==> config.mk <==
export PLATFORM = sky130hd
export DESIGN_NAME = mem_issue_ctrl_flat
export DESIGN_NICKNAME = d
export VERILOG_FILES = /design/src/verilog/mc_pkg.sv /design/src/verilog/mc_if.sv /design/src/verilog/mem_issue_ctrl.sv /design/src/flat_wrapper.sv
export SDC_FILE = /design/constraint.sdc
export NUM_CORES = 1
export LEC_CHECK = 0
export BUFFER_PORTS_ARGS = -buffer_cell sky130_fd_sc_hd__buf_2
export CAP_MARGIN = 10
export CORE_AREA = 2 2 507 509
export CTS_BUF_LIST = sky130_fd_sc_hd__clkbuf_8
export CTS_CLUSTER_DIAMETER = 200
export DETAILED_ROUTE_END_ITERATION = 10
export DIE_AREA = 0 0 509 511
export PLACE_DENSITY = 0.3
export SYNTH_ARGS = -nofsm -noshare
export SYNTH_HDL_FRONTEND = slang
export SYNTH_SLANG_ARGS = --single-unit
==> constraint.sdc <==
create_clock -name clk -period 25.5 [get_ports clk]
set_clock_uncertainty 0.1 [all_clocks]
set_input_delay 2.55 -clock clk [delete_from_list [all_inputs] [get_ports clk]]
set_output_delay 2.55 -clock clk [all_outputs]
set_load 0.01 [all_outputs]
==> src/verilog/mc_pkg.sv <==
// Shared widths, types and constants of the memory controller bridge.
// The defaults are only starting values, and the top level passes the real ones down.

package mc_pkg;

	// Default memory address width
	localparam int ADDR_WIDTH_DEF = 32;

	// Default cache line width in bits
	localparam int LINE_WIDTH_DEF = 512;

	// One dirty bit per byte of the line
	localparam int MASK_WIDTH_DEF = LINE_WIDTH_DEF / 8;

	// Default depth of each input queue
	localparam int QUEUE_DEPTH_DEF = 16;

	// Width of a tile number on the coherence network
	localparam int TILE_BITS = 4;

	typedef logic [TILE_BITS-1:0] tile_id_t;

	// A response carries either a data line or a bare acknowledge
	typedef logic [0:0] resp_kind_t;

	localparam resp_kind_t RESP_DATA   = 1'b0;
	localparam resp_kind_t RESP_MC_ACK = 1'b1;

	// Issue state machine, one memory transaction at a time
	typedef enum logic [1:0] {
		IDLE,
		ISSUE_READ,
		ISSUE_WRITE,
		WAIT_REPLY
	} ctrl_state_t;

endpackage

==> src/verilog/mc_if.sv <==
// Links between the ingress, the issue controller and the egress.
// A queue head stays stable until pop, and order is a one-cycle pulse.

`timescale 1ns/1ns

// Head of the forwarded request queue
interface fwd_head_if #(
	parameter int ADDR_WIDTH = 32
);
	logic                   valid;
	logic [ADDR_WIDTH-1:0]  addr;
	mc_pkg::tile_id_t       src;
	logic                   pop;

	modport ingress (output valid, output addr, output src, input pop);
	modport ctrl    (input valid, input addr, input src, output pop);
endinterface

// Head of the writeback queue
interface wb_head_if #(
	parameter int ADDR_WIDTH = 32,
	parameter int LINE_WIDTH = 512,
	parameter int MASK_WIDTH = 64
);
	logic                   valid;
	logic [ADDR_WIDTH-1:0]  addr;
	logic [LINE_WIDTH-1:0]  data;
	logic [MASK_WIDTH-1:0]  mask;
	mc_pkg::tile_id_t       src;
	logic                   pop;

	modport ingress (output valid, output addr, output data, output mask, output src, input pop);
	modport ctrl    (input valid, input addr, input data, input mask, input src, output pop);
endinterface

// Reply order from the controller, done comes back once the response has left
interface reply_if #(
	parameter int ADDR_WIDTH = 32
);
	logic                   order;
	mc_pkg::resp_kind_t     kind;
	logic [ADDR_WIDTH-1:0]  addr;
	mc_pkg::tile_id_t       dest;
	logic                   done;

	modport ctrl   (output order, output kind, output addr, output dest, input done);
	modport egress (input order, input kind, input addr, input dest, output done);
endinterface

==> src/verilog/mem_issue_ctrl.sv <==
// Picks forwarded reads and writebacks in round robin and issues them to memory.
// Only one transaction is in flight, the next one starts after the egress reports done.

`timescale 1ns/1ns

module mem_issue_ctrl #(
	parameter int ADDR_WIDTH = 32,
	parameter int LINE_WIDTH = 512,
	parameter int MASK_WIDTH = 64
) (
	input  logic                  clk,
	input  logic                  reset,
	fwd_head_if.ctrl              fwd,
	wb_head_if.ctrl               wb,
	reply_if.ctrl                 reply,
	output logic [ADDR_WIDTH-1:0] mem_addr,
	output logic [LINE_WIDTH-1:0] mem_wdata,
	output logic [MASK_WIDTH-1:0] mem_mask,
	output logic                  mem_read,
	output logic                  mem_write,
	input  logic                  mem_read_ready,
	input  logic                  mem_write_ready
);

	mc_pkg::ctrl_state_t state;

	// High when the writeback queue was served last
	logic             last_wb;
	logic             pick_wb;
	logic             pick_fwd;
	mc_pkg::tile_id_t dest_q;

	// With both heads valid the one not served last wins
	assign pick_wb  = wb.valid && (!fwd.valid || !last_wb);
	assign pick_fwd = fwd.valid && !pick_wb;

	always_ff @(posedge clk, posedge reset) begin
		if (reset) begin
			state   <= mc_pkg::IDLE;
			last_wb <= 1'b0;
		end else begin
			case (state)
				mc_pkg::IDLE: begin
					if (pick_wb) begin
						state   <= mc_pkg::ISSUE_WRITE;
						last_wb <= 1'b1;
					end else if (pick_fwd) begin
						state   <= mc_pkg::ISSUE_READ;
						last_wb <= 1'b0;
					end
				end
				mc_pkg::ISSUE_READ: begin
					if (mem_read_ready)
						state <= mc_pkg::WAIT_REPLY;
				end
				mc_pkg::ISSUE_WRITE: begin
					if (mem_write_ready)
						state <= mc_pkg::WAIT_REPLY;
				end
				mc_pkg::WAIT_REPLY: begin
					if (reply.done)
						state <= mc_pkg::IDLE;
				end
				default: state <= mc_pkg::IDLE;
			endcase
		end
	end

	// Request fields are captured when the choice is made, the head stays put until pop
	always_ff @(posedge clk) begin
		if (state == mc_pkg::IDLE) begin
			if (pick_wb) begin
				mem_addr  <= wb.addr;
				mem_wdata <= wb.data;
				mem_mask  <= wb.mask;
				dest_q    <= wb.src;
			end else if (pick_fwd) begin
				mem_addr <= fwd.addr;
				dest_q   <= fwd.src;
			end
		end
	end

	// Strobes fire only while memory can take them and last one cycle
	assign mem_read  = (state == mc_pkg::ISSUE_READ) && mem_read_ready;
	assign mem_write = (state == mc_pkg::ISSUE_WRITE) && mem_write_ready;

	assign fwd.pop = mem_read;
	assign wb.pop  = mem_write;

	// The reply order goes out together with the memory strobe
	assign reply.order = mem_read || mem_write;
	assign reply.kind  = (state == mc_pkg::ISSUE_WRITE) ? mc_pkg::RESP_MC_ACK : mc_pkg::RESP_DATA;
	assign reply.addr  = mem_addr;
	assign reply.dest  = dest_q;

endmodule

==> src/flat_wrapper.sv <==
// flat-port wrapper written by rule: the top's interface ports become plain ports
module mem_issue_ctrl_flat 
#(
	parameter int ADDR_WIDTH = 32,
	parameter int LINE_WIDTH = 512,
	parameter int MASK_WIDTH = 64
)
  (clk, reset, mem_addr, mem_wdata, mem_mask, mem_read, mem_write, mem_read_ready, mem_write_ready, fwd_valid, fwd_addr, fwd_src, fwd_pop, wb_valid, wb_addr, wb_data, wb_mask, wb_src, wb_pop, reply_order, reply_kind, reply_addr, reply_dest, reply_done);
  fwd_head_if #(.ADDR_WIDTH(ADDR_WIDTH)) fwd_i ();
  wb_head_if #(.ADDR_WIDTH(ADDR_WIDTH), .LINE_WIDTH(LINE_WIDTH), .MASK_WIDTH(MASK_WIDTH)) wb_i ();
  reply_if #(.ADDR_WIDTH(ADDR_WIDTH)) reply_i ();
  input  logic clk;
  input  logic reset;
  output logic [ADDR_WIDTH-1:0] mem_addr;
  output logic [LINE_WIDTH-1:0] mem_wdata;
  output logic [MASK_WIDTH-1:0] mem_mask;
  output logic mem_read;
  output logic mem_write;
  input  logic mem_read_ready;
  input  logic mem_write_ready;
  input wire logic [$bits(fwd_i.valid)-1:0] fwd_valid;
  input wire logic [$bits(fwd_i.addr)-1:0] fwd_addr;
  input wire logic [$bits(fwd_i.src)-1:0] fwd_src;
  output wire logic [$bits(fwd_i.pop)-1:0] fwd_pop;
  input wire logic [$bits(wb_i.valid)-1:0] wb_valid;
  input wire logic [$bits(wb_i.addr)-1:0] wb_addr;
  input wire logic [$bits(wb_i.data)-1:0] wb_data;
  input wire logic [$bits(wb_i.mask)-1:0] wb_mask;
  input wire logic [$bits(wb_i.src)-1:0] wb_src;
  output wire logic [$bits(wb_i.pop)-1:0] wb_pop;
  output wire logic [$bits(reply_i.order)-1:0] reply_order;
  output wire logic [$bits(reply_i.kind)-1:0] reply_kind;
  output wire logic [$bits(reply_i.addr)-1:0] reply_addr;
  output wire logic [$bits(reply_i.dest)-1:0] reply_dest;
  input wire logic [$bits(reply_i.done)-1:0] reply_done;
  assign fwd_i.valid = fwd_valid;
  assign fwd_i.addr = fwd_addr;
  assign fwd_i.src = fwd_src;
  assign fwd_pop = fwd_i.pop;
  assign wb_i.valid = wb_valid;
  assign wb_i.addr = wb_addr;
  assign wb_i.data = wb_data;
  assign wb_i.mask = wb_mask;
  assign wb_i.src = wb_src;
  assign wb_pop = wb_i.pop;
  assign reply_order = reply_i.order;
  assign reply_kind = reply_i.kind;
  assign reply_addr = reply_i.addr;
  assign reply_dest = reply_i.dest;
  assign reply_i.done = reply_done;
  mem_issue_ctrl #(.ADDR_WIDTH(ADDR_WIDTH), .LINE_WIDTH(LINE_WIDTH), .MASK_WIDTH(MASK_WIDTH)) u_core (.clk(clk), .reset(reset), .fwd(fwd_i), .wb(wb_i), .reply(reply_i), .mem_addr(mem_addr), .mem_wdata(mem_wdata), .mem_mask(mem_mask), .mem_read(mem_read), .mem_write(mem_write), .mem_read_ready(mem_read_ready), .mem_write_ready(mem_write_ready));
endmodule
# Word level (Yosys, flattened, before mapping)
# Cells that the tools add are included.
# op_classes
add_sub_neg	0
n_mul	0
div	0
magnitude_cmp	0
n_eq_ne	7
shifts	0
mux	13
bitwise	0
reduce_logical	14
# op_table
cell	count
two-way mux 32 bit	2
two-way mux 2 bit	5
two-way mux 4 bit	2
one-hot mux 2 bit (4 select lines)	1
inequality test 2 bit, second input constant	3
equality test 2 bit, second input constant	2
logical AND 1 bit	4
AND reduction 2 bit	2
AND reduction 4 bit	1
logical NOT 1 bit	3
two-way mux 1 bit	3
inequality test 3 x 1 -> 1 bit, second input constant	1
equality test 2 x 1 -> 1 bit, second input constant	1
logical NOT 2 bit	1
logical OR 1 bit	2
nonzero test 2 bit	1
# word_totals
register_bits	615
latchBits	0
ramBits	0
rom_bits	0
inputBits	655
out_inout_bits	650
elab_cells	40
memories	0

# Longest topological paths before layout
# depth
depth_word	8
mapped_depth	5
depth_no_buf	5

# Worst setup path before layout
# No wires, ideal clock.
# synth_path
path_kind	input to register
startpoint	input wb_valid
endpoint	register u_core.mem_mask[0] (enable)
setup_time_ps	1014
arrival_ps	15998
required_ps	24386
path_slack_ps	8387
cell_stages	4
path_buffers	2
path_cell_list	a21boi_2 buf_6 buf_12 and2_1
# synth_between
elab_chain_cells	2
# synth_lines
element	line	source
start: declaration	flat_wrapper.sv:25	input wire logic [$bits(wb_i.valid)-1:0] wb_valid;
logical AND 1 bit	mem_issue_ctrl.sv:34	assign pick_wb = wb.valid && (!fwd.valid || !last_wb);
AND reduction 2 bit (no source line)	n/a	
end signal: assignment	mem_issue_ctrl.sv:75	mem_mask <= wb.mask;
end: declaration	mem_issue_ctrl.sv:18	output logic [MASK_WIDTH-1:0] mem_mask,
# No other way between the ends.
# A chain may end at the register's enable or synchronous reset.

# Final worst setup path
# layout_path
startpoint	input wb_valid
endpoint	register u_core.mem_wdata[454] (enable)
# layout_between
elab_chain_cells	2
# layout_lines
element	line	source
logical AND 1 bit	mem_issue_ctrl.sv:34	
AND reduction 2 bit (no source line)	n/a	
end signal: assignment	mem_issue_ctrl.sv:74	mem_wdata <= wb.data;
end: declaration	mem_issue_ctrl.sv:17	output logic [LINE_WIDTH-1:0] mem_wdata,
# No other way between the ends.

==> results.json <==
{
  "outcome": "finished clean",
  "worst_pin_slew_ns": 1.00,
  "dpl_worst_slack_ns": 18.11,
  "r2r-end": "u_core.mem_wdata[454]",
  "layout-drive-gt1-share_pct": 68.3,
  "viasPerCell": 2.64,
  "syn_to_final_growth_pct": 67.8,
  "dr.first_iter.drc_count": 1175,
  "antenna_found_initial": 367,
  "crit_type": "in2reg",
  "wl_microns": 180000,
  "wire_per_inst_microns": 31.6,
  "post-route-min-period_ns": 6.31,
  "yosys-top-cells-area": "edfxtp_1 (94%), mux2_4 (2.2%), buf_4 (1.3%)",
  "cts.sinks": 615,
  "syn_area_sq_um": 19500,
  "fp.dieArea_sq_um": 260000,
  "ys_top_cells_by_count": "edfxtp_1 (612), buf_4 (34), mux2_4 (29)",
  "leakagePower_nw": 12.6,
  "syn_avg_cell_area_sq_um": 27.1,
  "finalCritPeriodShare_pct": 24.7,
  "hold_viol": 0,
  "timing.rr.start": "u_core.last_wb",
  "dp_hpwl_microns": 159000,
  "cts_root_buffer": "clkbuf_8",
  "critical_path.max_fanout": 72,
  "clock_latency_ns": 0.89,
  "cts_setup_buffers": 0,
  "grt_max_degree": 128,
  "die_w_microns": 509,
  "overflow": 0,
  "synth_area_leader_cell": "edfxtp_1",
  "hold_depth": 1,
  "r2r_setup_slack_ns": 20.60,
  "clk_path_buf_depth": 3,
  "synth_warnings": 0,
  "synth_edf_count": 612,
  "async_flop_share_pct": 0.488,
  "vias": 15092,
  "ys_ff_latch": 615,
  "seq_area_frac_synth_pct": 94.6,
  "setup_viol": 0,
  "fin_tns_setup_ns": 0,
  "grt_pass1_vias": 14763,
  "initial_core_util_pct": 7.64,
  "worst_slack_ns": 19.19,
  "post-route-drc-count": 0,
  "worst_ir_drop_vdd_mv": 0.0363,
  "h-tree-depth": 4,
  "yosys.cell_count.top_type": "edfxtp_1",
  "place_area_sq_um": 30100,
  "nets": 2794,
  "syn_inst": 721,
  "io_pins": 1305,
  "synth_top_area_share_pct": 94.2,
  "finalMaxSlewViolations": 0,
  "critPathLaunchType": "input port",
  "cts_hold_buf": 0,
  "multi_input_area_sq_um": 713,
  "die_height_microns": 511,
  "worstHoldStart": "u_core.last_wb",
  "maxClockFrequency_mhz": 158,
  "maxCapViolCount": 0,
  "p_per_area_nw_per_um2": 89.9,
  "ys_types": 21,
  "crit_required_ns": 25.90,
  "arrival_ns": 6.71,
  "track_usage_pct": 13.4,
  "portBuffers": 1304,
  "r2r_cells": 5,
  "cts_made_buffers": 134,
  "core-area_sq_um": 255000,
  "grt_pass1_wl_microns": 211000,
  "gp_congestion": 0.931,
  "syn-num-nets": 1381,
  "max_slew_margin_pct": 33.3,
  "hp-class": "reg2reg",
  "crit_path_end_kind": "flop",
  "clk_pin_slew_ns": 0.06,
  "row_count": 186,
  "worstHoldEndpoint": "u_core.last_wb",
  "synth_ff_type": "edfxtp_1",
  "ff_latch_area_sq_um": 18500,
  "cts_tree": "yes",
  "cts_resized": 0,
  "fillers": 28860,
  "drtAntennaViolNets": 0,
  "fin_area_sq_um": 32700,
  "dr.pass1.iters": 5,
  "grt_setup_unrepaired": "no"
}
sequential cells by signal, indices dropped and copies added, names as in the netlist:
name / cells
u_core.last_wb: 1
u_core.mem_addr: 32
u_core.mem_mask: 64
u_core.mem_wdata: 512
u_core.reply.dest: 4
u_core.state: 2
through the flow:
step	power (mW)	utilization, %	instances	hold slack, ns
CTS	3.05	12.7	5617	0.460
detailed placement	1.94	11.8	5382	0.452
global route	3.10	12.7	5634	0.484
global placement	1.94	11.8	5382	0.460
floorplan	1.66	-	721	0.382
finish	2.94	12.8	5711	0.458
logic make-up after synthesis:
logic type               after synthesis  share of synthesized area [%]
multiplexers                          36                           2.64
buffers and inverters                 46                           1.83
flip-flops                           615                           94.6
AO/OA/AOI/OAI                         11                          0.404
AND/OR/NAND/NOR                        8                          0.205
adder cells (fa/ha/maj)                5                          0.321
layout by cell type, fill, tap and decap left out, types with 4 or more instances in the layout:
cell type,n
buf_4,10
mux2_4,29
clkbuf_8,141
a31oi_1,4
clkinvlp_4,4
edfxtp_1,612
ha_1,5
diode_2,94
buf_2,1304
inv_6,5
clkinv_2,14
clkinv_1,31
mux2_2,7
inv_1,41
critical path, stage by stage:
cell	delay, ns
buf_2	0.14
a21boi_4	0.72
and2_4	0.71
buf_4	0.66
buf_4	0.72
buf_4	0.88
final cells by class:
class                      count  share of cell area, %
antenna                       94                  0.719
clock buffer                 141                   5.93
clock inverter                94                   1.56
inverter                       8                 0.0917
multi-input combinational     60                   2.18
sequential                   615                   56.4
tap                         3384                   12.9
timing repair buffer        1315                   20.2
layer usage:
metal,vias to the layer above,wire length [microns],GRT usage (%),part of all wire (%)
met5,-,1680,0,0.93
met4,264,4570,2.80,2.5
met3,602,39900,13.7,22
met2,1481,75700,20.1,42
met1,6883,58500,12.9,32
li1,5862,-,-,-
worst max path at each step:
stage                    startpoint               endpoint  slack, ns  cells past startpoint
CTS                 mem_write_ready                 wb_pop      19.15                      4
detailed placement         wb_valid   u_core.mem_wdata[41]      18.11                      6
global route               wb_valid  u_core.mem_wdata[140]      18.96                      6
floorplan                  wb_valid     u_core.mem_mask[0]       8.39                      4
finish                     wb_valid  u_core.mem_wdata[454]      19.19                      6
global placement           wb_valid    u_core.mem_mask[38]      18.14                      6
report_power, final:
group / total [mW] / leakage (nW) / internal (mW) / switching, mW
registers: 1.36 / 5.63 / 1.31 / 0.0588
clock network: 1.06 / 1.38 / 0.534 / 0.529
logic: 0.516 / 5.57 / 0.154 / 0.362
total: 2.94 / 12.6 / 1.99 / 0.949
Power figures use the tool's default switching activity.
